[src/bus_pkg.sv]
`default_nettype none

package bus_pkg;

	localparam int DATA_WIDTH = 16;
	localparam int ADDR_WIDTH = 4;
	localparam int REG_COUNT  = 1 << ADDR_WIDTH;

	// Host opcodes, 2'b11 falls back to a read
	localparam logic [1:0] OP_READ   = 2'd0;
	localparam logic [1:0] OP_WRITE  = 2'd1;
	localparam logic [1:0] OP_PINCFG = 2'd2;

	// Arbiter requester indices
	localparam logic REQ_HOST    = 1'b0;
	localparam logic REQ_SAMPLER = 1'b1;

	// Arbiter states
	localparam logic [1:0] ARB_IDLE    = 2'd0;
	localparam logic [1:0] ARB_ACCESS  = 2'd1;	// Regfile strobe cycle
	localparam logic [1:0] ARB_ACK     = 2'd2;	// Capture read data, raise ack
	localparam logic [1:0] ARB_RELEASE = 2'd3;	// Wait for req to drop

	// Four-phase master states, host port and sampler
	localparam logic [1:0] HS_IDLE = 2'd0;
	localparam logic [1:0] HS_REQ  = 2'd1;	// req high, waiting for ack
	localparam logic [1:0] HS_DROP = 2'd2;	// req low, waiting for ack low
	localparam logic [1:0] HS_DONE = 2'd3;	// Host ack high

	// Host command word, same opcode bits in both views
	typedef union packed {
		struct packed {
			logic [1:0]            opcode;
			logic [9:0]            rsvd;
			logic [ADDR_WIDTH-1:0] addr;
			logic [DATA_WIDTH-1:0] data;
		} mem;
		struct packed {
			logic [1:0]  opcode;
			logic [5:0]  rsvd;
			logic [11:0] dir_mask;	// Set bit drives the pad
			logic [11:0] out_val;
		} pin;
	} host_cmd_u;

endpackage

`default_nettype wire

[src/bus_arbiter.sv]
`timescale 1ns/1ps
`default_nettype none

module bus_arbiter import bus_pkg::*;
(
	input  wire                   clock_50mhz,
	input  wire                   sys_reset_i,
	input  wire                   host_req_i,
	input  wire                   host_we_i,
	input  wire  [ADDR_WIDTH-1:0] host_addr_i,
	input  wire  [DATA_WIDTH-1:0] host_wdata_i,
	output logic                  host_ack_o,
	input  wire                   smp_req_i,
	input  wire                   smp_we_i,
	input  wire  [ADDR_WIDTH-1:0] smp_addr_i,
	input  wire  [DATA_WIDTH-1:0] smp_wdata_i,
	output logic                  smp_ack_o,
	output logic                  rf_strobe_o,
	output logic                  rf_we_o,
	output logic [ADDR_WIDTH-1:0] rf_addr_o,
	output logic [DATA_WIDTH-1:0] rf_wdata_o,
	input  wire  [DATA_WIDTH-1:0] rf_rdata_i,
	output logic [DATA_WIDTH-1:0] rdata_o
);

	logic [1:0] state;
	logic       sel;			// Granted requester
	logic       last_served;	// Round robin memory
	logic       sel_req;

	// Mux the granted peer onto the regfile
	assign sel_req     = (sel == REQ_SAMPLER) ? smp_req_i : host_req_i;
	assign rf_strobe_o = (state == ARB_ACCESS);	// Exactly one cycle per grant
	assign rf_we_o     = (sel == REQ_SAMPLER) ? smp_we_i : host_we_i;
	assign rf_addr_o   = (sel == REQ_SAMPLER) ? smp_addr_i : host_addr_i;
	assign rf_wdata_o  = (sel == REQ_SAMPLER) ? smp_wdata_i : host_wdata_i;

	always_ff @(posedge clock_50mhz)
	begin
		if (sys_reset_i)
		begin
			state       <= ARB_IDLE;
			sel         <= REQ_HOST;
			last_served <= REQ_SAMPLER;	// Host wins the first tie
			host_ack_o  <= 1'b0;
			smp_ack_o   <= 1'b0;
		end
		else
		begin
			case (state)
				ARB_IDLE:
				begin
					if (host_req_i && smp_req_i)
					begin
						sel   <= ~last_served;	// Tie goes to the peer not served last
						state <= ARB_ACCESS;
					end
					else if (host_req_i || smp_req_i)
					begin
						sel   <= smp_req_i ? REQ_SAMPLER : REQ_HOST;
						state <= ARB_ACCESS;
					end
				end
				ARB_ACCESS: state <= ARB_ACK;
				ARB_ACK:
				begin
					host_ack_o  <= (sel == REQ_HOST);	// Only the granted peer
					smp_ack_o   <= (sel == REQ_SAMPLER);
					last_served <= sel;
					state       <= ARB_RELEASE;
				end
				default:
				begin
					if (!sel_req)	// Peer saw ack and let go
					begin
						host_ack_o <= 1'b0;
						smp_ack_o  <= 1'b0;
						state      <= ARB_IDLE;
					end
				end
			endcase
		end
	end

	// Read word lands from the regfile one cycle after strobe
	always_ff @(posedge clock_50mhz)
	begin
		if (state == ARB_ACK)
		begin
			rdata_o <= rf_rdata_i;
		end
	end

	a_one_ack: assert property (@(posedge clock_50mhz) disable iff (sys_reset_i)
		!(host_ack_o && smp_ack_o));
	a_host_ack_req: assert property (@(posedge clock_50mhz) disable iff (sys_reset_i)
		$rose(host_ack_o) |-> host_req_i);
	a_smp_ack_req: assert property (@(posedge clock_50mhz) disable iff (sys_reset_i)
		$rose(smp_ack_o) |-> smp_req_i);

endmodule

`default_nettype wire

[config.mk]
export PLATFORM = sky130hd
export DESIGN_NAME = bus_arbiter
export DESIGN_NICKNAME = d
export VERILOG_FILES = /design/src/bus_pkg.sv /design/src/bus_arbiter.sv
export SDC_FILE = /design/constraint.sdc
export NUM_CORES = 1
export LEC_CHECK = 0
export BUFFER_PORTS_ARGS = -buffer_cell sky130_fd_sc_hd__buf_2
export CORE_MARGIN = 2
export CORE_UTILIZATION = 39
export DETAILED_ROUTE_END_ITERATION = 10
export PLACE_DENSITY = 0.84
export SLEW_MARGIN = 10
export SYNTH_ARGS = -nofsm -noshare
export SYNTH_HDL_FRONTEND = slang
export SYNTH_SLANG_ARGS = --single-unit
[constraint.sdc]
create_clock -name clock_50mhz -period 3 [get_ports clock_50mhz]
set_input_delay 0.3 -clock clock_50mhz [delete_from_list [all_inputs] [get_ports clock_50mhz]]
set_output_delay 0.3 -clock clock_50mhz [all_outputs]
set_load 0.02 [all_outputs]
# Yosys cells after proc, flatten, opt, wreduce, memory -nomap -nowiden
# Cells that the tools add are included.
# classes
n_eq_ne,5
bitwise_logic,3
reduce_logical,8
muxes,14
# op_table
op,count
16-bit two-way mux,1
1-bit two-way mux,6
2-bit two-way mux,3
2-bit one-hot mux with 3 select lines,1
2-bit AND reduction,3
4-bit two-way mux,1
"4-bit by 2-bit != test with 1-bit output, second input constant",1
1-bit one-hot mux with 2 select lines,2
"3-bit != test, second input constant",1
1-bit NOT,3
"2-bit by 1-bit == test with 1-bit output, second input constant",1
"2-bit == test, second input constant",1
2-bit zero test,1
"2-bit by 1-bit != test with 1-bit output, second input constant",1
2-bit nonzero test,1
2-bit OR reduction,1
1-bit logical AND,1
1-bit logical OR,1
# totals
regBits,22
in_bits,62
out_inout_bits,40
wordCells,36

# Longest topological paths before layout
# Gate-level depths: netlist (run 1).
# logic_depth
ltp_word,4
ltp_mapped,6
depth_no_buf,5

# Least setup slack after synthesis (run 1)
# Ideal clock, no wire load.
# synth_path
path_type,flip-flop to flip-flop
start,reg state[0]
end,reg host_ack_o
slack_ns,1.189
synth_period_minus_slack_ns,1.811
t_arrival_ns,1.737
stages_incl_launch_ff,6
setup_ns,0.074
path_buffers,0
cell_sequence,dfxtp_1 -> inv_1 -> ha_1 -> inv_1 -> or4_1 -> a31oi_1
# synth_via
elab_chain_len,4
# synth_rtl
element,line,rtl
start: declaration,bus_arbiter.sv:26,logic [1:0] state;
start signal: assignment,bus_arbiter.sv:42,state <= ARB_IDLE;
start signal: assignment,bus_arbiter.sv:56,state <= ARB_ACCESS;
start signal: assignment,bus_arbiter.sv:61,state <= ARB_ACCESS;
2-bit by 1-bit == test with 1-bit output / 2-bit zero test (equally long branches),bus_arbiter.sv:50,case (state)
2-bit OR reduction (no source line),n/a,
1-bit NOT (no source line),n/a,
2-bit AND reduction (no source line),n/a,
end signal: assignment,bus_arbiter.sv:67,host_ack_o <= (sel == REQ_HOST);
end: declaration,bus_arbiter.sv:12,"output logic host_ack_o,"
# Several ways; a longest one is shown, not always the timed one.
# A chain may end at the register's enable or synchronous reset.

# Final worst setup path (run 1)
# layout_path
start,reg sel
end,out rf_wdata_o[9]
# layout_via
elab_chain_len,1
# layout_rtl
element,line,rtl
start: declaration,bus_arbiter.sv:27,logic sel;
start signal: assignment,bus_arbiter.sv:55,sel <= ~last_served;
start signal: assignment,bus_arbiter.sv:60,sel <= smp_req_i ? REQ_SAMPLER : REQ_HOST;
16-bit two-way mux,bus_arbiter.sv:36,assign rf_wdata_o = (sel == REQ_SAMPLER) ? smp_wdata_i : host_wdata_i;
end: declaration,bus_arbiter.sv:21,"output logic [DATA_WIDTH-1:0] rf_wdata_o,"
# Every way passes these cells.

==> impl_metrics.tcl, run 1 <==
set metrics [dict create \
    cts_sinks 22 \
    num-fill-cells 215 \
    use_met3_pct 4.082 \
    antenna_found_initial 0 \
    critPathMaxFanout 25 \
    cts_buffers 3 \
    detail_route.wl_per_cell_um 12.47 \
    dr.pass1.iters 4 \
    first_global_vias 997 \
    crit_type "flip-flop to primary output" \
    grt_overflow_total 0 \
    grt_use_met2_pct 31.53 \
    rsz0062_at_grt "no" \
    cts_setup_buffers 0 \
    switching_share_pct 37.57 \
    total_leakage_power_uw 0.0007930 \
    muxShareOfSynthArea_pct 24.69 \
    synth_compound_area_share_pct 5.575 \
    crit_required_ps 2700 \
    yosys.area_share.simple_pct 6.143 \
    clk_pin_slew_ps 110 \
    fin_crit_sh_pct 70.99 \
    syn-cell-area_mm2 0.001100 \
    die_y_um 57.11 \
    vias 1026 \
    hold_violations 0 \
    worst_skew_pair.late_latency_ps 290 \
    crit_chain "mux2_2, buf_2" \
    yosysSeqAreaShare_pct 54.61 \
    cts_tree "built" \
    routed_wl_um 2669 \
    ioPinCount 102 \
    synth_xor_area_share_pct 0 \
    post_drt_via_cell_ratio 4.794 \
    drive_gt1_share_pct 69.95 \
    fmax_ghz 0.4696 \
    coreArea_mm2 0.002710 \
    ctsResizeCount 0 \
    worstSetupStartpointType "flip-flop" \
    end_kind "primary output" \
    drcViolationCount 0 \
    clkPwrFrac_pct 12.1 \
    power_switching_uw 394.2 \
    ctsHoldBuffers 0 \
    cts-root-buf "clkbuf_4" \
    dieArea_mm2 0.003261 \
    synth_seq_cells 22 \
    sequentialPowerShare_pct 43.3 \
    grtUsageMet1_pct 16.84 \
    place.port_buffers 101 \
    antenna_left 0 \
    tightestPinTransition_ps 944.7 \
    combPwrFrac_pct 44.6 \
    place_ws_ps 1189 \
    p_int_uw 655.1 \
    yosysWarnings 0 \
    yosysUniqueCellTypes 22 \
    cpPeakStageDelay_ps 960 \
    grt_usage_pct 16.36 \
    syn_area_per_cell_um2 13.58 \
    utilization_pct 60.99 \
    cts_max_level 1 \
    syn_to_final_growth_pct 50.28 \
    nets 251 \
    antenna_cells 0 \
    final.min_clock_period_ps 2130 \
    finalSetupTns_ps 0 \
    drv_cap 0 \
    synth_top_family_by_area "multiplexers" \
    skew_ps 1.799 \
    setup_viol 0 \
    start_util_pct 40.58 \
    dp_hpwl_um 2284 \
    cp_slowest_cell "dfxtp_1" \
    hp-class "primary input to flip-flop" \
    vdd_drop_max_uv 421.0 \
    grt_max_degree 26 \
    fp.dieW_um 57.11 \
    grt_pass1_wl_um 4146 \
    slew_headroom_pct 36.93 \
    r2r_slack_ps 1170 \
    placementRows 19 \
    syn-num-nets 148 \
    synthCells 81 \
    synth_fa_ha_area_share_pct 5.688 \
    worstPathArrival_ps 1830 \
    drt_iter0_drc 12 \
    cts.path.max_buffers 2 \
    grt_busiest_layer "met2" \
    final_max_slew_viol_count 0 \
    p_per_area_mw_per_mm2 634.9 \
    place_congestion 0.6959 \
    status "completed" \
    fin_ws_ps 870.4 \
]
cells in the final DEF (no fill, tap or decap):
cell type | Yosys | final
mux2i_1 | 2 | 2
mux2_4 | 1 | 1
buf_2 | 2 | 101
mux2_2 | 21 | 21
nor2_1 | 3 | 3
clkbuf_4 | 0 | 3
inv_1 | 3 | 3
nand3_1 | 2 | 2
a21oi_1 | 2 | 2
o31a_1 | 1 | 1
or4_1 | 1 | 1
edfxtp_1 | 16 | 16
a22oi_2 | 1 | 1
ha_1 | 5 | 5
o21ai_0 | 3 | 3
a32oi_1 | 1 | 1
clkbuf_1 | 1 | 1
buf_4 | 0 | 1
nor3_1 | 1 | 1
nand2_1 | 4 | 4
dfxtp_1 | 6 | 6
nand2b_1 | 3 | 3
a31oi_1 | 1 | 1
cell type report:
type	count	area [um2]	share of cell area [%]
Sequential cell	22	600.6	36.34
Inverter	3	11.26	0.6813
Timing Repair Buffer	102	513.0	31.04
Tap cell	31	38.79	2.347
Clock buffer	4	26.28	1.590
Multi-Input combinational cell	52	462.9	28.01
worst max-delay path, delay by kind of cell, from the launching register on:
kind	cells	cell delay, ps
buffers and inverters	1	160
flip-flops	1	960
multiplexers	1	420
per-stage QoR:
stage / instances / total power, uW / hold WS [ps] / cell area [um2]
after floorplan: 81 / 778.8 / 369.1 / 1100
after global placement: 210 / 917.1 / 452.5 / 1627
after detailed placement: 210 / 933.4 / 465.8 / 1627
after CTS: 214 / 1061 / 167.3 / 1653
after global routing: 214 / 1121 / 153.8 / 1653
final: 214 / 1049 / 179.6 / 1653
cells in the mapped netlist (all sizes together):
master | count | area, um2
buf | 3 | 21.27
clkbuf | 1 | 3.750
nand2 | 4 | 15.01
o31a | 1 | 8.760
nor2 | 3 | 11.26
nand3 | 2 | 10.01
inv | 3 | 11.26
mux2 | 22 | 251.5
o21ai | 3 | 15.01
a22oi | 1 | 12.51
nand2b | 3 | 18.77
nor3 | 1 | 5.000
ha | 5 | 62.56
mux2i | 2 | 20.02
a32oi | 1 | 8.760
dfxtp | 6 | 120.1
edfxtp | 16 | 480.5
a21oi | 2 | 10.01
or4 | 1 | 7.510
a31oi | 1 | 6.260
path summary, 6_finish.rpt:
check / start / to / cells after the start
max: sel / rf_wdata_o[9] / 2
min: rf_rdata_i[10] / rdata_o[10] / 1
max reg2reg: sel / state[0] / 3
min reg2reg: last_served / last_served / 2
power by group through the flow:
stage	Combinational (uW)	Sequential, uW	Clock (uW)
2_1_floorplan	271	508	0
3_3_place_gp	460	457	0
3_5_place_dp	471	463	0
4_1_cts	472	455	134
5_1_grt	509	463	148
6_report	468	454	127
registers in the layout, indices dropped and copies added, names as in the netlist:
| name | flops |
|---|---|
| sel | 1 |
| smp_ack_o | 1 |
| state | 2 |
| last_served | 1 |
| host_ack_o | 1 |
| rdata_o | 16 |
routing by layer:
layer	wire, um	vias up
met4	33	0
met5	0	-
met2	1351	82
met1	925	439
li1	-	503
met3	359	2
cell families (layout without fill, tap and decap cells):
group | after synthesis | count (layout)
simple gates | 14 | 14
flops | 22 | 22
compound gates | 9 | 9
fa+ha+maj | 5 | 5
mux | 24 | 24
buf+inv | 7 | 109
Note: power is estimated with default switching activity, not from simulation.
==> inputs of run 2 (changes only) <==
- CORE_UTILIZATION: 39 -> 36
- PLACE_DENSITY: 0.84 -> 0.79
- clock period: 3 -> 2.06 ns (I/O delays scaled with it)
==> run 2 against run 1 <==
Net effect: critical path depth increased by 1; utilization decreased by 5.1 points; combinational power increased by 52%; power increased by 46%; sequential share of layout area decreased by 0.22 points; clock skew decreased by 1.1 ps; flip-flop and latch count unchanged; cell area increased by 0.61%; cell count increased by 1.4%; routed wire length decreased by 3.3%; critical path type unchanged.
==> impl_metrics.tcl, run 2 (synthesized netlist as in run 1, its figures left out) <==
set metrics [dict create \
    reg_top3 "rdata_o x16, state x2" \
    grt_pass1_wl_um 3643 \
    post_drt_via_cell_ratio 4.687 \
    dr.pass1.iters 4 \
    fin_crit_sh_pct 85.10 \
    die_y_um 59.27 \
    antenna_found_initial 0 \
    cts_tree "built" \
    total_leakage_power_uw 0.0007987 \
    cts_sinks 22 \
    first_global_vias 875 \
    post_dp_cell_area_mm2 0.001637 \
    cts_max_level 1 \
    ioPinCount 102 \
    p_per_area_mw_per_mm2 919.2 \
    grt_overflow_total 0 \
    worstPathArrival_ps 1550 \
    antenna_cells 0 \
    drive_gt1_share_pct 70.11 \
    largest_reg_flops 16 \
    worst_skew_pair.late_latency_ps 290 \
    cts_setup_buffers 0 \
    worstSetupStartpointType "flip-flop" \
    cts-root-buf "clkbuf_4" \
    drcViolationCount 0 \
    start_util_pct 36.93 \
    crit_type "flip-flop to primary output" \
    routed_wl_um 2580 \
    end_kind "primary output" \
    placementRows 20 \
    fin_area_mm2 0.001663 \
    tightestPinTransition_ps 283.5 \
    grt_max_degree 22 \
    syn_to_final_growth_pct 51.19 \
    final_common_cell "buf_2" \
    final_max_slew_viol_count 0 \
    vias 1017 \
    fmax_ghz 0.5704 \
    final.min_clock_period_ps 1753 \
    crit_required_ps 1850 \
    ctsHoldBuffers 0 \
    grt_usage_pct 14.37 \
    cts_buffers 3 \
    dp_hpwl_um 2188 \
    cts.path.max_buffers 2 \
    rsz0062_at_grt "no" \
    antenna_left 0 \
    vdd_drop_max_uv 316.6 \
    place.port_buffers 101 \
    detail_route.wl_per_cell_um 11.89 \
    hp-class "primary input to flip-flop" \
    largest_register "rdata_o" \
    drv_cap 0 \
    dieArea_mm2 0.003513 \
    slew_headroom_pct 81.10 \
    finalSetupTns_ps 0 \
    setup_viol 0 \
    coreArea_mm2 0.002978 \
    place_congestion 0.7408 \
    final_cell_mix "buf_2 (101), mux2_2 (21), edfxtp_1 (16)" \
    fp.dieW_um 59.27 \
    status "completed" \
    skew_ps 0.6554 \
    hold_violations 0 \
    nets 252 \
    critPathMaxFanout 21 \
    clk_pin_slew_ps 110 \
    drt_iter0_drc 22 \
    ctsResizeCount 0 \
]
[run 2: layer usage]
| layer | part of all wire (%) | track usage, % | wire length [um] |
|---|---|---|---|
| met1 | 40 | 16.13 | 1034 |
| met4 | 0.97 | 6.818 | 25 |
| met2 | 49 | 24.80 | 1261 |
| met5 | 0 | 0 | 0 |
| met3 | 10 | 4.148 | 259 |
[run 2: per-stage QoR]
stage / utilization [%] / hold WS (ps) / setup slack, ps / power, uW / cells
after CTS: 55.84 / 66.87 / 287.1 / 1549 / 217
after global placement: 54.96 / 384.4 / 600.9 / 1353 / 213
after detailed placement: 54.96 / 385.6 / 580.3 / 1360 / 213
after floorplan: - / 275.1 / 249.1 / 1134 / 81
final: 55.84 / 81.51 / 307.0 / 1528 / 217
after global routing: 55.84 / 54.14 / 215.2 / 1631 / 217
[run 2: worst paths after layout]
kind            startpoint      endpoint  slack (ps)  cells after the start
min          rf_rdata_i[1]    rdata_o[1]          80                      1
min reg2reg    last_served   last_served         490                      2
max                    sel  rf_addr_o[2]         310                      3
max reg2reg       state[0]    host_ack_o         560                      4
[run 2: power breakdown]
part	switching (uW)	internal, uW
registers	41.6	590
logic	418	293
clock network	115	70.4
[run 2: area by class of cell]
type	count	area, um2
timing repair buffer	103	520.5
clock buffer	3	22.52
clock inverter	1	3.754
fill	241	1315
tap	33	41.29
inverter	3	11.26
multi-input combinational	52	462.9
sequential	22	600.6
[run 2: worst max-delay path, stage by stage (launching register included)]
cell and delay [ps]:
dfxtp_1 420, buf_4 290, mux2_2 380, buf_2 160
==> inputs of run 3 (changes only) <==
- GPL_ROUTABILITY_DRIVEN: default -> 0
- RECOVER_POWER: default -> 50
==> run 3 against run 2 <==
Net effect: non-clock buffer count unchanged; cell area decreased by 1.6%; worst setup slack improved by 2.0 ps; maximum frequency increased by 0.11%; utilization decreased by 0.88 points; routed wire length increased by 1.6%; critical path depth unchanged; worst hold slack got worse by 1.5 ps; global-route usage unchanged; clock power about the same; die area unchanged; largest power group unchanged; via count decreased by 0.59%.
==> impl_metrics.tcl, run 3 (synthesized netlist as in run 1, its figures left out) <==
set metrics [dict create \
    dp_hpwl_um 2188 \
    vias 1011 \
    grt_usage_pct 14.37 \
    end_kind "primary output" \
    die_y_um 59.27 \
    totalPowerFinal_uw 1511 \
    syn_to_final_growth_pct 48.81 \
    fin_crit_sh_pct 85.00 \
    largest_register "rdata_o" \
    placedCellCount 213 \
    skew_ps 0.6944 \
    start_util_pct 36.93 \
    drt_iter0_drc 14 \
    total_leakage_power_uw 0.0007418 \
    largest_reg_flops 16 \
    antenna_left 0 \
    ioPinCount 102 \
    drv_cap 0 \
    vdd_drop_max_uv 316.7 \
    tightestPinTransition_ps 787.8 \
    fp.dieW_um 59.27 \
    final_cells 217 \
    nets 252 \
    coreArea_mm2 0.002978 \
    final_common_cell "buf_2" \
    ctsResizeCount 0 \
    setup_viol 0 \
    final_max_slew_viol_count 0 \
    drive_gt1_share_pct 59.78 \
    grt_max_degree 22 \
    status "completed" \
    post_drt_via_cell_ratio 4.659 \
    fmax_ghz 0.5711 \
    p_per_area_mw_per_mm2 923.2 \
    worst_skew_pair.late_latency_ps 290 \
    dieArea_mm2 0.003513 \
    rsz0062_at_grt "no" \
    place_ws_ps 580.3 \
    worstPathArrival_ps 1550 \
    cts_buffers 3 \
    cts_setup_buffers 0 \
    grt_pass1_wl_um 3643 \
    antenna_found_initial 0 \
    slew_headroom_pct 47.48 \
    ctsHoldBuffers 0 \
    cts-root-buf "clkbuf_4" \
    first_global_vias 875 \
    dr.pass1.iters 4 \
    hold_violations 0 \
    drcViolationCount 0 \
    placementRows 20 \
    reg_top3 "rdata_o x16, state x2" \
    hp-class "primary input to flip-flop" \
    place.port_buffers 101 \
    final.min_clock_period_ps 1751 \
    detail_route.wl_per_cell_um 12.07 \
    fin_area_mm2 0.001637 \
    critPathMaxFanout 21 \
    clk_pin_slew_ps 110 \
    finalSetupTns_ps 0 \
    routed_wl_um 2620 \
    antenna_cells 0 \
    cts_tree "built" \
    grt_overflow_total 0 \
    final_cell_mix "buf_2 (83), mux2_2 (21), clkbuf_1 (19)" \
    fin_ws_ps 309.0 \
    cts_max_level 1 \
    worstSetupStartpointType "flip-flop" \
    post_dp_cell_area_mm2 0.001637 \
    crit_required_ps 1850 \
    cts_sinks 22 \
    crit_type "flip-flop to primary output" \
    cts.path.max_buffers 2 \
]
[run 3: changes by cell type in the layout (fill, tap and decap cells not counted), sizes merged]
cell | previous run | this run
buf | 103 | 84
clkbuf | 3 | 22
[run 3: worst max-delay path, stage by stage (launching register included)]
cell and delay (ps):
dfxtp_1 420, buf_4 290, mux2_2 380, buf_2 160
[run 3: metrics by stage]
| step | util, % | hold WS [ps] |
|---|---|---|
| CTS | 55.84 | 66.87 |
| global placement | 54.96 | 384.4 |
| floorplan | - | 275.1 |
| global route | 54.96 | 54.14 |
| finish | 54.96 | 79.98 |
| detailed placement | 54.96 | 385.6 |
[run 3: power by group]
part           internal (uW)  switching, uW
clock                   70.4            116
combinational            269            419
sequential               592           44.4
[run 3: final timing paths]
check | slack [ps] | startpoint | endpoint | cells past startpoint
max | 310 | sel | rf_addr_o[2] | 3
min reg2reg | 480 | last_served | last_served | 2
min | 80 | rf_rdata_i[1] | rdata_o[1] | 1
max reg2reg | 330 | state[0] | state[0] | 5
[run 3: cell type report]
type	instances	area, um2
fillers	259	1341
multi-input cells	52	462.9
clock inverters	1	3.754
repair buffers	103	494.2
well taps	33	41.29
clock buffers	3	22.52
inverters	3	11.26
flip-flops and latches	22	600.6
[run 3: metal layers]
layer / part of all wire (%) / vias to the layer above / track usage, %
met4: 0.95 / 0 / 6.818
met5: 0 / - / 0
li1: - / 503 / -
met2: 48 / 65 / 24.80
met3: 11 / 2 / 4.148
met1: 40 / 441 / 16.13
