<file path="src/board_pkg.sv">
`default_nettype none

package board_pkg;

	// GPIO pad bank
	localparam int PIN_COUNT = 12;

	// Internal reset stretch after reset2a falls
	localparam int RESET_HOLD_CYCLES = 16;
	localparam int HOLD_CNT_WIDTH = $clog2(RESET_HOLD_CYCLES + 1);
	localparam logic [HOLD_CNT_WIDTH-1:0] HOLD_CNT_DONE = HOLD_CNT_WIDTH'(RESET_HOLD_CYCLES);

	// Register map, words 4 to 15 are scratch
	localparam logic [3:0] ADDR_PIN_OUT    = 4'd0;	// Pad output values
	localparam logic [3:0] ADDR_PIN_DIR    = 4'd1;	// 1 = pad driven
	localparam logic [3:0] ADDR_PIN_IN     = 4'd2;	// Last sampled pad state
	localparam logic [3:0] ADDR_EDGE_COUNT = 4'd3;	// Pad change counter

endpackage

`default_nettype wire

</file>
<file path="src/bus_pkg.sv">
`default_nettype none

package bus_pkg;

	localparam int DATA_WIDTH = 16;
	localparam int ADDR_WIDTH = 4;
	localparam int REG_COUNT  = 1 << ADDR_WIDTH;

	// Host opcodes, 2'b11 falls back to a read
	localparam logic [1:0] OP_READ   = 2'd0;
	localparam logic [1:0] OP_WRITE  = 2'd1;
	localparam logic [1:0] OP_PINCFG = 2'd2;

	// Arbiter requester indices
	localparam logic REQ_HOST    = 1'b0;
	localparam logic REQ_SAMPLER = 1'b1;

	// Arbiter states
	localparam logic [1:0] ARB_IDLE    = 2'd0;
	localparam logic [1:0] ARB_ACCESS  = 2'd1;	// Regfile strobe cycle
	localparam logic [1:0] ARB_ACK     = 2'd2;	// Capture read data, raise ack
	localparam logic [1:0] ARB_RELEASE = 2'd3;	// Wait for req to drop

	// Four-phase master states, host port and sampler
	localparam logic [1:0] HS_IDLE = 2'd0;
	localparam logic [1:0] HS_REQ  = 2'd1;	// req high, waiting for ack
	localparam logic [1:0] HS_DROP = 2'd2;	// req low, waiting for ack low
	localparam logic [1:0] HS_DONE = 2'd3;	// Host ack high

	// Host command word, same opcode bits in both views
	typedef union packed {
		struct packed {
			logic [1:0]            opcode;
			logic [9:0]            rsvd;
			logic [ADDR_WIDTH-1:0] addr;
			logic [DATA_WIDTH-1:0] data;
		} mem;
		struct packed {
			logic [1:0]  opcode;
			logic [5:0]  rsvd;
			logic [11:0] dir_mask;	// Set bit drives the pad
			logic [11:0] out_val;
		} pin;
	} host_cmd_u;

endpackage

`default_nettype wire

</file>
<file path="src/host_port.sv">
`timescale 1ns/1ps
`default_nettype none

module host_port import board_pkg::*, bus_pkg::*;
(
	input  wire                   clock_50mhz,
	input  wire                   sys_reset_i,
	input  wire                   req_i,
	input  wire  host_cmd_u       cmd_i,
	output logic                  ack_o,
	output logic [DATA_WIDTH-1:0] rdata_o,
	output logic                  bus_req_o,
	output logic                  bus_we_o,
	output logic [ADDR_WIDTH-1:0] bus_addr_o,
	output logic [DATA_WIDTH-1:0] bus_wdata_o,
	input  wire                   bus_ack_i,
	input  wire  [DATA_WIDTH-1:0] bus_rdata_i
);

	logic [1:0] state;
	host_cmd_u  cmd_q;		// Command held for the whole transaction
	logic       second;		// Direction write of a pin config
	logic       is_pincfg;

	assign is_pincfg = (cmd_q.mem.opcode == OP_PINCFG);
	assign bus_we_o  = (cmd_q.mem.opcode == OP_WRITE) || is_pincfg;

	// Pin view splits into two accesses, memory view into one
	assign bus_addr_o  = is_pincfg ? (second ? ADDR_PIN_DIR : ADDR_PIN_OUT) : cmd_q.mem.addr;
	assign bus_wdata_o = !is_pincfg ? cmd_q.mem.data
		: second ? DATA_WIDTH'(cmd_q.pin.dir_mask) : DATA_WIDTH'(cmd_q.pin.out_val);

	always_ff @(posedge clock_50mhz)
	begin
		if (sys_reset_i)
		begin
			state     <= HS_IDLE;
			second    <= 1'b0;
			bus_req_o <= 1'b0;
			ack_o     <= 1'b0;
			rdata_o   <= '0;
		end
		else
		begin
			case (state)
				HS_IDLE:
				begin
					if (req_i)
					begin
						cmd_q     <= cmd_i;
						second    <= 1'b0;
						rdata_o   <= '0;	// Writes answer zero
						bus_req_o <= 1'b1;
						state     <= HS_REQ;
					end
				end
				HS_REQ:
				begin
					if (bus_ack_i)
					begin
						if (!bus_we_o)
						begin
							rdata_o <= bus_rdata_i;
						end
						bus_req_o <= 1'b0;
						state     <= HS_DROP;
					end
				end
				HS_DROP:
				begin
					if (!bus_ack_i && is_pincfg && !second)
					begin
						second    <= 1'b1;	// Now the direction mask
						bus_req_o <= 1'b1;
						state     <= HS_REQ;
					end
					else if (!bus_ack_i)
					begin
						ack_o <= 1'b1;	// Last access closed
						state <= HS_DONE;
					end
				end
				default:
				begin
					if (!req_i)
					begin
						ack_o <= 1'b0;
						state <= HS_IDLE;
					end
				end
			endcase
		end
	end

endmodule

`default_nettype wire

</file>
<file path="config.mk">
export PLATFORM = sky130hd
export DESIGN_NAME = host_port
export DESIGN_NICKNAME = d
export VERILOG_FILES = /design/src/board_pkg.sv /design/src/bus_pkg.sv /design/src/host_port.sv
export SDC_FILE = /design/constraint.sdc
export NUM_CORES = 1
export LEC_CHECK = 0
export ABC_AREA = 1
export BUFFER_PORTS_ARGS = -buffer_cell sky130_fd_sc_hd__buf_2
export CAP_MARGIN = 10
export CORE_MARGIN = 5
export CORE_UTILIZATION = 45
export DETAILED_ROUTE_END_ITERATION = 7
export PLACE_DENSITY = 0.87
export SETUP_SLACK_MARGIN = 0.02
export SLEW_MARGIN = 10
export SYNTH_ARGS = -nofsm -noshare
export SYNTH_HDL_FRONTEND = slang
export SYNTH_SLANG_ARGS = --single-unit
</file>
<file path="constraint.sdc">
create_clock -name clock_50mhz -period 2.85 [get_ports clock_50mhz]
set_input_delay 0.1425 -clock clock_50mhz [delete_from_list [all_inputs] [get_ports clock_50mhz]]
set_output_delay 0.1425 -clock clock_50mhz [all_outputs]
set_load 0.005 [all_outputs]
</file>
=== Word-level counts from Yosys, hierarchy flattened ===
Index checks and enable logic that the tools add are counted.

* Word-level logic and storage cells: 61
* Flip-flop bits (word level): 53
* Bits of input ports: 52
* Output and inout port bits: 39

* Equal/unequal tests: 13
* Mux-type cells: 24
* Bitwise logic cells: 2
* Reductions and logical operators: 16

{| class="wikitable"
|+ Operators with widths
! cell !! count
|-
| two-way mux 16 bit || 4
|-
| case mux 16 bit (2 select lines) || 1
|-
| AND reduction 4 bit || 4
|-
| two-way mux 12 bit || 1
|-
| != test 2 bit (second input constant) || 6
|-
| two-way mux 2 bit || 5
|-
| two-way mux 1 bit || 8
|-
| case mux 2 bit (3 select lines) || 1
|-
| AND reduction 3 bit || 2
|-
| equality test 2 x 1 -> 1 bit (second input constant) || 2
|-
| equality test 2 bit (second input constant) || 2
|-
| two-way mux 4 bit || 1
|-
| != test 4 x 1 -> 1 bit (second input constant) || 1
|-
| case mux 1 bit (2 select lines) || 2
|-
| nonzero test 2 bit || 2
|-
| != test 3 bit (second input constant) || 1
|-
| case mux 1 bit (3 select lines) || 1
|-
| nonzero test 3 bit || 1
|-
| logical AND 1 bit || 2
|-
| zero test 1 bit || 2
|-
| zero test 2 bit || 1
|-
| != test 2 x 1 -> 1 bit (second input constant) || 1
|-
| NOT 1 bit || 2
|-
| OR reduction 2 bit || 1
|-
| logical OR 1 bit || 1
|}

=== Logic depth before layout (Yosys ltp) ===
Gate-level depths: netlist (run 1).

* Depth in word-level cells: 5
* Mapped depth: 9
* Gate-level depth less buffers: 8

=== Worst setup path before layout (run 1) ===
No wires, ideal clock.

* Kind: reg-to-reg
* Start: reg state[1]
* End: reg cmd_q[0] in the netlist's numbering (enable)
* Clock period less this slack: 2.446 ns
* Setup slack: 0.404 ns
* Cell stages (with the launch flop): 6
* Required time: 2.441 ns
* Setup time: 0.409 ns
* Data arrival time: 2.037 ns
* Path buffers: 2
* Cell sequence: dfxtp_1 -> nor2_1 -> nand2_2 -> buf_6 -> buf_12 -> nor2_1

* Cells in the longest elaborated chain, start to end: 2

{| class="wikitable"
|+ RTL lines
! item !! line !! RTL
|-
| start: declaration || host_port.sv:20 || <nowiki>logic [1:0] state;</nowiki>
|-
| start signal: assignment || host_port.sv:37 || <nowiki>state <= HS_IDLE;</nowiki>
|-
| start signal: assignment || host_port.sv:54 || <nowiki>state <= HS_REQ;</nowiki>
|-
| start signal: assignment || host_port.sv:66 || <nowiki>state <= HS_DROP;</nowiki>
|-
| zero test 2 bit || host_port.sv:45 || <nowiki>case (state)</nowiki>
|-
| AND reduction 3 bit (no source line) || -- ||
|-
| end signal: assignment || host_port.sv:50 || <nowiki>cmd_q <= cmd_i;</nowiki>
|-
| end: declaration || host_port.sv:21 || <nowiki>host_cmd_u cmd_q;</nowiki>
|}

Every way passes these cells.
A chain may end at the register's enable or synchronous reset.

=== Worst setup path after layout (run 1) ===
* Start: reg cmd_q[31] in the netlist's numbering
* End: out bus_wdata_o[10]

* Cells in the longest elaborated chain, start to end: 2

{| class="wikitable"
|+ RTL lines
! item !! line !! RTL
|-
| equality test 2 bit || host_port.sv:25 || <nowiki>assign is_pincfg = (cmd_q.mem.opcode == OP_PINCFG);</nowiki>
|-
| two-way mux 16 bit || host_port.sv:30 || <nowiki>assign bus_wdata_o = !is_pincfg ? cmd_q.mem.data</nowiki>
|-
| end: declaration || host_port.sv:15 || <nowiki>output logic [DATA_WIDTH-1:0] bus_wdata_o,</nowiki>
|}

Every way passes these cells.

==> results of run 1 <==
==> Yosys cell counts <==
cell type	count
dfxtp_1	21
nor2_8	1
inv_2	1
a22oi_1	16
o21ai_1	4
a31oi_1	1
nand3_1	7
nand3b_1	1
mux2_2	4
inv_1	19
nand2_4	1
ha_1	1
o21ai_0	21
nor2_1	27
nand2_1	23
buf_12	1
buf_6	2
edfxtp_1	26
nand2_2	1
nand3_4	1
buf_2	2
clkbuf_1	4
a21oi_1	4
==> metrics by stage <==
stage	util (%)	setup slack, ns	instances
6_report	61.2	0.637	340
5_1_grt	61.2	0.417	340
4_1_cts	58.0	0.619	326
3_5_place_dp	55.7	0.952	318
3_3_place_gp	55.7	1.00	318
2_1_floorplan	-	0.404	189
==> how the worst max path moves through the flow <==
stage / start / endpoint / cells after the start
after detailed placement: cmd_q[31]$_DFFE_PP_ / bus_wdata_o[9] / 5
after floorplan: state[1]$_SDFFE_PP0P_ / cmd_q[0]$_DFFE_PP_ / 5
final: cmd_q[31]$_DFFE_PP_ / bus_wdata_o[10] / 5
after global routing: cmd_q[31]$_DFFE_PP_ / bus_wdata_o[10] / 5
after CTS: cmd_q[31]$_DFFE_PP_ / bus_wdata_o[9] / 5
after global placement: cmd_q[31]$_DFFE_PP_ / bus_wdata_o[8] / 5
==> repair_timing <==
item	in CTS	in global routing
hold buffers	0	14
buffers inserted	0	0
setup endpoints to repair	0	0
endpoints found under the hold margin	0	14
==> registers in the layout, summed over array words and instances, names as in the netlist <==
| signal | flops |
|---|---|
| cmd_q | 26 |
| rdata_o | 16 |
| state | 2 |
| ack_o | 1 |
| bus_req_o | 1 |
| second | 1 |
==> layout by cell type (no fill, tap or decap), types with 5 or more instances in the layout <==
master,netlist,routed
a22oi_1,16,16
dfxtp_1,21,21
clkbuf_8,0,5
inv_1,19,19
o21ai_0,21,21
nor2_1,27,26
dlygate4sd3_1,0,14
nand3_1,7,7
nand2_1,23,23
edfxtp_1,26,26
buf_2,2,84
==> kinds of logic after synthesis <==
| kind of cell | count (synthesis) | share of synthesized area, % |
|---|---|---|
| AOI/OAI and AO/OA | 46 | 13.9 |
| muxes | 4 | 2.30 |
| DFF | 47 | 61.3 |
| buffers and inverters | 29 | 7.28 |
| adders and majority gates | 1 | 0.639 |
| and+or+nand+nor | 62 | 14.6 |
==> report_power, final <==
part           internal, mW  switching (mW)
sequential            0.780          0.0288
clock                 0.181           0.235
combinational         0.127           0.159
==> metal layers <==
metal | up-vias | wire length, µm | share of wire [%]
met2 | 48 | 2730 | 56
li1 | 841 | - | -
met3 | 5 | 282 | 5.8
met1 | 812 | 1800 | 37
met5 | - | 0 | 0
met4 | 0 | 63 | 1.3
==> final cells by class <==
class,instances,area share (%)
Timing Repair Buffer,100,21.9
Clock buffer,5,2.62
Tap cell,52,2.48
Inverter,20,2.86
Multi-Input combinational cell,113,23.5
Clock inverter,3,1.00
Sequential cell,47,45.7
==> worst max-delay path, cell delays in order (launching register included) <==
cell and delay [ns]:
edfxtp_1 0.38, ha_1 0.19, buf_4 0.17, nand2_1 0.48, mux2_2 0.40, buf_2 0.12
==> key figures, run 1 <==
Timing
  • Max-slew headroom: roughly 58%
  • Highest clock rate: between 0.4 and 0.5 GHz
  • Fin crit share: around 78%
  • Clock skew: about 0.0097 ns
  • Hold WS: 0.0106 ns
  • Slew Limit Fails: 0
  • Worst-Margin Slew: approximately 0.63 ns
  • Final setup fails: 0
  • Setup tns final: 0 ns
  • Endpoints failing hold: 0
  • RSZ-0062 raised after global routing: no
  • Min cycle time layout: 2.21 ns

Floorplanning
  • Die width: 76.0 µm
  • Standard-cell rows: 24
  • Core area: 4290 µm²
  • Initial Util: 45.6%
  • Die area: roughly 5800 µm²
  • Top-Level Pins: 91
  • Die Ht: 76.0 µm

Setup path
  • WS Path Type: reg -> out
  • Worst Reg-to-Reg Cells: 4
  • CP max FO: 21
  • Flop2flop setup slack: 1.13 ns
  • Arr. time, crit path: 2.07 ns
  • Critical Path End Type: output port
  • R2R Path Start: state[1]$_SDFFE_PP0P_
  • Worst flop-to-flop path endpoint: cmd_q[15]$_DFFE_PP_
  • Critical Path Start Type: flop
  • Crit path required time: 2.71 ns

Routing
  • Residual DRC: 0
  • Initial DRC Count: roughly 140
  • WL/cell: 14.4 µm
  • Vias per inst: 5.02
  • DR vias: 1706
  • WL final: 4.88 mm
  • Drt pass-1 iters: 4
  • DRT antenna net count: 0

Clocking
  • TritonCTS clock tree: yes
  • Sink Count: 47
  • Clock Tree Root: clkbuf_8
  • Clk slew on worst S/H paths: 0.10 ns
  • H-tree depth: 2
  • Cts bufs inserted: 5
  • CTS resizes: 0
  • Clk_lat worst skew: 0.30 ns
  • Longest Clk Path Bufs: 2

Worst hold path
  • Hold depth: 1
  • Worst Hold Launch: cmd_i[19]
  • WHS Endpoint: cmd_q[19]$_DFFE_PP_
  • Class of the worst hold path: in -> reg

Power and ir drop
  • Power Density: 575 nW/µm²
  • LEAKAGE: between 1 and 1.5 nW
  • Peak VDD IR: about 340 µV
  • Power, Total: 1.51 mW

Logic synthesis
  • Syn avg cell area: 10.4 µm²
  • Register area share after synthesis: 61.3%
  • Cells after Synth: 189
  • Synth Register Bits: 47
  • Synth Warn #: 0
  • Area share of the largest cell type after synthesis: approximately 40%
  • Netlist cell types: 23
  • Post-Syn Nets: 242
  • Area leader, netlist: edfxtp_1
  • Synth area leaders: edfxtp_1, dfxtp_1, a22oi_1, o21ai_0, nor2_1
  • Mapped cell area: 1960 µm²

GRT
  • Grt met2 use: about 27%
  • Grt ovf: 0
  • Number of global-route vias before repair: roughly 1600
  • Largest net degree at the start of global routing: 27
  • GRT busiest layer: met2
  • First-pass GRT wire length: ~7.4 mm
  • Total GRT Usage: 15.9%
  • Met1 Use GR: 18.6%
  • Antenna violations before repair: 0
  • GRT met3 Usage: between 4 and 5%

Placed design
  • Dpl hpwl: 3.25 mm
  • IO Port Bufs: 84
  • Post-placement cell area: 2390 µm²
  • Global placer's final weighted congestion: 0.859

Job
  • Max_cap viols: 0

Final layout
  • Layout cells sized above 1: 36.1%
  • # fillers: 370
  • # diodes: 0
  • Area occupied by multi-input gates: between 600 and 700 µm²
  • Seq. cell area: 1200 µm²
  • Cell area after layout: 2630 µm²
  • Post-layout net count: 340
  • Synth-to-layout area growth: 34.2%

Outcome
  • Outcome: complete, no violations
Power figures use the tool's default switching activity.
==> run 2: changes to the inputs <==
clock period = 2.1 ns   (was 2.85 ns; I/O delays follow)
==> key figures, run 2 (same netlist as run 1, synthesis figures left out) <==
Outcome
  • Outcome: complete, no violations

Clocking
  • Clk_lat worst skew: 0.31 ns (about the same)
  • Clk slew on worst S/H paths: 0.10 ns (about the same)
  • CTS resizes: 0 (unchanged)
  • Sink Count: 47 (unchanged)
  • Longest Clk Path Bufs: 2 (unchanged)
  • CTS Hold Buffers Added: 26 (+26)
  • Clock Tree Root: clkbuf_8
  • TritonCTS clock tree: yes
  • Setup Buffers After CTS: 0 (unchanged)
  • H-tree depth: 2 (unchanged)
  • Cts bufs inserted: 5 (unchanged)

Timing
  • Final setup fails: 0 (unchanged)
  • Fin crit share: 91.4%
  • Slew Limit Fails: 0 (unchanged)
  • Highest clock rate: 0.521 GHz
  • Setup tns final: 0 ns (unchanged)
  • Clock skew: 0.0129 ns (+0.00324 ns)
  • Worst-Margin Slew: 0.507 ns (-0.127 ns)
  • Endpoints failing hold: 0 (unchanged)
  • RSZ-0062 raised after global routing: no
  • Max-slew headroom: 66.1% (+8.5 points)
  • Min cycle time layout: 1.92 ns

Setup path
  • CP max FO: 16 (-24%)
  • Flop2flop setup slack: 0.50 ns (-0.63 ns)
  • Crit path required time: 2.00 ns (-0.71 ns)
  • Critical Path Start Type: flop
  • Critical Path End Type: output port
  • Critical path destination: bus_wdata_o[9]
  • Arr. time, crit path: 1.82 ns (-0.25 ns)
  • Setup crit start: cmd_q[31]$_DFFE_PP_
  • Crit path cell chain: ha_1, nand2_1, mux2_2, buf_2
  • CP max-delay cell: mux2_2
  • Slowest stage delay, CP: 0.40 ns (-0.08 ns)
  • Worst path depth: 4 (-1)
  • R2R Path Start: state[0]$_SDFFE_PP0P_
  • Worst flop-to-flop path endpoint: rdata_o[1]$_SDFFE_PP0P_
  • Worst Reg-to-Reg Cells: 6 (+2)
  • Number of buffer and inverter stages on the critical path: 1 (-1)
  • WS Path Type: reg -> out
  • CP delay by family, top: multiplexers

Floorplanning
  • Die Ht: 76.0 µm (unchanged)
  • Top-Level Pins: 91 (unchanged)
  • Die width: 76.0 µm (unchanged)
  • Standard-cell rows: 24 (unchanged)
  • Initial Util: 45.6% (unchanged)
  • Die area: 5770 µm² (unchanged)
  • Core area: 4290 µm² (unchanged)

Placed design
  • Dpl hpwl: 3.37 mm (+3.8%)
  • Global placer's final weighted congestion: 0.838 (-2.4%)
  • Post-placement cell area: 2420 µm² (+0.94%)
  • IO Port Bufs: 84 (unchanged)

Final layout
  • Layout cells sized above 1: 35.3% (-0.80 points)
  • Largest register FFs: 26 (unchanged)
  • Commonest non-fill, non-tap cell in the layout: buf_2
  • Util after Layout: 64.6% (+3.4 points)
  • Commonest cells after routing, fill and taps aside: buf_2, nor2_1, edfxtp_1, dlygate4sd3_1, nand2_1
  • Cell area after layout: 2770 µm² (+5.5%)
  • Synth-to-layout area growth: 41.6%
  • Post-layout net count: 355 (+4.4%)
  • # diodes: 0 (unchanged)
  • Largest regs: cmd_q: 26 flops, rdata_o: 16 flops, state: 2 flops
  • Register with the most flip-flops: cmd_q

GRT
  • First-pass GRT wire length: 8.49 mm (+14%)
  • Number of global-route vias before repair: 1841 (+16%)
  • Total GRT Usage: 17.8% (+2.0 points)
  • Grt ovf: 0 (unchanged)
  • Largest net degree at the start of global routing: 27 (unchanged)
  • Antenna violations before repair: 0 (unchanged)

Power and ir drop
  • Sw Pwr: 0.587 mW (+39%)
  • LEAKAGE: 1.33 nW (+4.8%)
  • Net Sw Frac: 28.1% (+0.13 points)
  • Power Density: 752 nW/µm² (+31%)
  • Peak VDD IR: 551 µV (+60%)
  • Combinational power share: 19.8% (+0.9 points)
  • Flop pwr share: 52.5% (-1.0 points)
  • Pint: 1.50 mW (+38%)
  • Clock power frac: 27.6% (about the same)

Worst hold path
  • Worst Hold Launch: sys_reset_i
  • Class of the worst hold path: in -> reg

Routing
  • Vias per inst: 4.91 (-2.1%)
  • Met3 WL post-DR: 180 µm (-36%)
  • WL met2: 2.78 mm (+1.9%)
  • Met1 WL: 1.91 mm (+6.0%)
  • Initial DRC Count: 145 (+2.8%)
  • DR vias: 1744 (+2.2%)
  • Drt pass-1 iters: 4 (unchanged)
  • WL/cell: 14.0 µm (-2.3%)
  • Max layer used: met4
  • Residual DRC: 0 (unchanged)
  • DRT antenna net count: 0 (unchanged)
  • WL final: 4.98 mm (+2.0%)

Job
  • Max_cap viols: 0 (unchanged)
## run 2: changes by cell type in the layout (fill, tap and decap cells not counted)
cell,change
buf_4,+3
clkinv_4,-1
clkinvlp_4,+1
dlygate4sd3_1,+12
inv_6,-1
inv_8,+1
## run 2: metrics by stage
step / instances / hold WS [ns] / worst slack [ns] / power (mW)
6_report: 355 / 0.0443 / 0.180 / 2.09
5_1_grt: 355 / 0.0459 / 0.0453 / 2.20
4_1_cts: 355 / 0.0418 / 0.182 / 2.10
3_5_place_dp: 321 / 0.283 / 0.530 / 1.49
3_3_place_gp: 321 / 0.282 / 0.539 / 1.48
2_1_floorplan: 189 / 0.174 / 0.101 / 1.34
## run 2: worst min-delay path by stage
stage | endpoint | cells past startpoint
2_1_floorplan | ack_o$_SDFFE_PP0P_ | 1
3_3_place_gp | cmd_q[21]$_DFFE_PP_ | 1
3_5_place_dp | cmd_q[18]$_DFFE_PP_ | 1
4_1_cts | ack_o$_SDFFE_PP0P_ | 2
5_1_grt | ack_o$_SDFFE_PP0P_ | 2
6_report | ack_o$_SDFFE_PP0P_ | 2
## run 2: area by class of cell
cell class	instances	area, µm²
Clock buffer	5	68.8
Clock inverter	3	27.5
Fill cell	342	1520
Inverter	20	75.1
Multi-Input combinational cell	113	617
Sequential cell	47	1200
Tap cell	52	65.1
Timing Repair Buffer	115	718
## run 2: worst reg2reg max path: stages (launching register included)
cell     delay, ns
dfxtp_1       0.43
inv_2         0.10
nor2_8        0.26
nand3_4       0.26
nand2_4       0.24
o21ai_0       0.12
nor2_1        0.11
## run 2: per-layer routing
layer  GRT usage (%)  up-vias
met5               0        -
met4            6.58        0
met3            4.50       11
met2            33.3       46
met1            18.9      811
li1                -      876
## run 2: power groups by stage
stage,Clock (mW),Combinational [mW],Sequential [mW]
2_1_floorplan,0,0.226,1.12
3_3_place_gp,0,0.363,1.11
3_5_place_dp,0,0.372,1.12
4_1_cts,0.588,0.413,1.10
5_1_grt,0.634,0.465,1.11
6_report,0.576,0.414,1.10
==> run 3: changes to the inputs <==
ABC_AREA = default   (was 1)
PLACE_DENSITY = 0.86   (was 0.87)
==> key figures, run 3 <==
Floorplanning
  • Die width: 76.4 µm (+0.61%)
  • Standard-cell rows: 24 (unchanged)
  • Die Ht: 76.4 µm (+0.61%)
  • Core area: 4320 µm² (+0.70%)
  • Die area: 5840 µm² (+1.2%)
  • Top-Level Pins: 91 (unchanged)
  • Initial Util: 45.9% (+0.32 points)

GRT
  • Antenna violations before repair: 0 (unchanged)
  • Number of global-route vias before repair: 1642 (-11%)
  • Grt ovf: 0 (unchanged)
  • First-pass GRT wire length: 7.54 mm (-11%)
  • Total GRT Usage: 15.9% (-2.0 points)
  • Largest net degree at the start of global routing: 27 (unchanged)

Timing
  • Min cycle time layout: 1.77 ns (-0.153 ns)
  • Setup tns final: 0 ns (unchanged)
  • Max-slew headroom: 59.0% (-7.1 points)
  • Fin crit share: 84.2% (-7.3 points)
  • Worst-Margin Slew: 0.614 ns (+0.107 ns)
  • Endpoints failing hold: 0 (unchanged)
  • Hold WS: 0.0478 ns (+0.00350 ns)
  • Slew Limit Fails: 0 (unchanged)
  • Highest clock rate: 0.566 GHz (+8.7%)
  • Clock skew: 0.00769 ns (-0.00521 ns)
  • Final setup fails: 0 (unchanged)
  • RSZ-0062 raised after global routing: no

Placed design
  • Dpl hpwl: 3.11 mm (-7.8%)
  • IO Port Bufs: 84 (unchanged)
  • Global placer's final weighted congestion: 0.728 (-13%)

Routing
  • WL final: 4.60 mm (-7.6%)
  • Vias per inst: 4.69 (-4.6%)
  • Initial DRC Count: 57 (-61%)
  • DR vias: 1495 (-14%)
  • Drt pass-1 iters: 4 (unchanged)
  • WL/cell: 14.4 µm (+2.9%)
  • Residual DRC: 0 (unchanged)
  • DRT antenna net count: 0 (unchanged)

Clocking
  • Sink Count: 47 (unchanged)
  • Cts bufs inserted: 5 (unchanged)
  • Clk slew on worst S/H paths: 0.08 ns (-0.02 ns)
  • Longest Clk Path Bufs: 2 (unchanged)
  • H-tree depth: 2 (unchanged)
  • Clk_lat worst skew: 0.29 ns (-0.02 ns)
  • CTS resizes: 0 (unchanged)
  • Setup Buffers After CTS: 0 (unchanged)
  • Clock Tree Root: clkbuf_8
  • TritonCTS clock tree: yes

Logic synthesis
  • Synth Warn #: 0 (unchanged)
  • Area share of the largest cell type after synthesis: 39.3% (-0.55 points)
  • Register area share after synthesis: 60.5% (-0.85 points)
  • Post-Syn Nets: 207 (-14%)
  • Synth cell count leaders: edfxtp_1, dfxtp_1, nand2_1
  • Most common cell in the synthesized netlist: edfxtp_1
  • Area leader, netlist: edfxtp_1
  • Cells after Synth: 154 (-19%)
  • Syn avg cell area: 12.9 µm² (+24%)
  • Synth area leaders: edfxtp_1, dfxtp_1, mux2i_1, mux2_1, nand2b_1
  • Mapped cell area: 1990 µm² (+1.4%)
  • FFs w/ async S/R, synth: 0% (unchanged)
  • Synth Register Bits: 47 (unchanged)
  • EDFF count, synth: 26 (unchanged)
  • Netlist cell types: 29 (+26%)
  • Top FF cell, synth: edfxtp_1

Worst hold path
  • Class of the worst hold path: in -> reg

Setup path
  • CP max FO: 14 (-2)
  • WS Path Type: reg -> out
  • Critical Path Start Type: flop
  • Crit path required time: 2.00 ns (about the same)
  • Arr. time, crit path: 1.66 ns (-0.16 ns)
  • Critical Path End Type: output port

Final layout
  • Util after Layout: 64.5% (-0.072 points)
  • Largest register FFs: 26 (unchanged)
  • Largest regs: cmd_q: 26 flops, rdata_o: 16 flops, state: 2 flops
  • Commonest non-fill, non-tap cell in the layout: buf_2
  • Synth-to-layout area growth: 40.5%
  • Post-layout net count: 319 (-10%)
  • Commonest cells after routing, fill and taps aside: buf_2, edfxtp_1, dlygate4sd3_1
  • Register with the most flip-flops: cmd_q
  • Layout cells sized above 1: 37.1% (+1.8 points)
  • # diodes: 0 (unchanged)

Outcome
  • Outcome: complete, no violations

Job
  • Max_cap viols: 0 (unchanged)

Power and ir drop
  • Peak VDD IR: 583 µV (+5.7%)
  • LEAKAGE: 1.25 nW (-6.3%)
  • Power Density: 660 nW/µm² (-12%)
run 3: changes by cell type in the layout (fill, tap and decap cells not counted), moves of 3 or more:
cell | before | now
a21oi_1 | 4 | 0
a22oi_1 | 16 | 1
buf_4 | 5 | 2
inv_1 | 19 | 4
mux2_1 | 0 | 11
mux2_2 | 4 | 0
mux2i_1 | 0 | 17
nand2_1 | 23 | 19
nand2b_1 | 0 | 16
nand3_1 | 7 | 0
nor2_1 | 26 | 3
nor2b_1 | 0 | 9
o21ai_0 | 21 | 1
run 3: cell type report:
| cell class | instances | area [µm²] |
|---|---|---|
| timing repair buffer | 113 | 716 |
| clock buffer | 6 | 72.6 |
| fill | 373 | 1540 |
| inverter | 4 | 15.0 |
| tap | 52 | 65.1 |
| multi-input combinational | 95 | 711 |
| sequential | 47 | 1200 |
| clock inverter | 2 | 8.76 |
run 3: worst paths after layout:
kind	startpoint	end	slack, ns	depth (start not counted)
setup / recovery	cmd_q[31]$_DFFE_PP_	bus_wdata_o[9]	0.33	4
hold / removal	bus_rdata_i[15]	rdata_o[15]$_SDFFE_PP0P_	0.05	3
setup reg to reg	state[1]$_SDFFE_PP0P_	cmd_q[14]$_DFFE_PP_	0.47	3
hold reg to reg	rdata_o[15]$_SDFFE_PP0P_	rdata_o[15]$_SDFFE_PP0P_	0.48	2
run 3: worst max-delay path: stages, from the launching register on:
cell and delay, ns:
edfxtp_1 0.37, ha_1 0.22, nand2_2 0.28, mux2_1 0.37, buf_2 0.14
run 3: per-layer routing:
layer	track usage, %	vias up	share of wire [%]
li1	-	755	-
met5	0	-	0
met2	31.7	33	57
met3	2.96	8	3.6
met4	6.29	0	2.0
met1	15.6	699	37
run 3: per-stage QoR:
step	area, µm²	power, mW	std cells	setup slack, ns
3_3_place_gp	2450	1.30	285	0.508
3_5_place_dp	2450	1.31	285	0.474
2_1_floorplan	1990	1.21	154	0.135
5_1_grt	2790	1.93	319	0.236
4_1_cts	2790	1.86	319	0.318
6_report	2790	1.84	319	0.333
run 3: kinds of logic (layout without fill, tap and decap cells):
| group | after synthesis | count (layout) | share of synthesized area (%) |
|---|---|---|---|
| AND/OR/NAND/NOR | 55 | 55 | 15.9 |
| flip-flops | 47 | 47 | 60.5 |
| multiplexers | 28 | 28 | 14.8 |
| buffers and inverters | 12 | 125 | 3.84 |
| AO/OA/AOI/OAI | 10 | 10 | 3.84 |
| adder cells (fa/ha/maj) | 1 | 1 | 0.630 |
| XOR/XNOR | 1 | 1 | 0.441 |
run 3: repair_timing:
| action | in CTS | in global routing |
|---|---|---|
| hold endpoints to repair | 26 | 0 |
| hold buffers | 26 | 0 |
| setup endpoints to repair | 0 | 0 |
run 3: power breakdown:
part           internal (mW)  switching (mW)
Sequential              1.02          0.0273
Combinational          0.159           0.124
Clock                  0.229           0.281
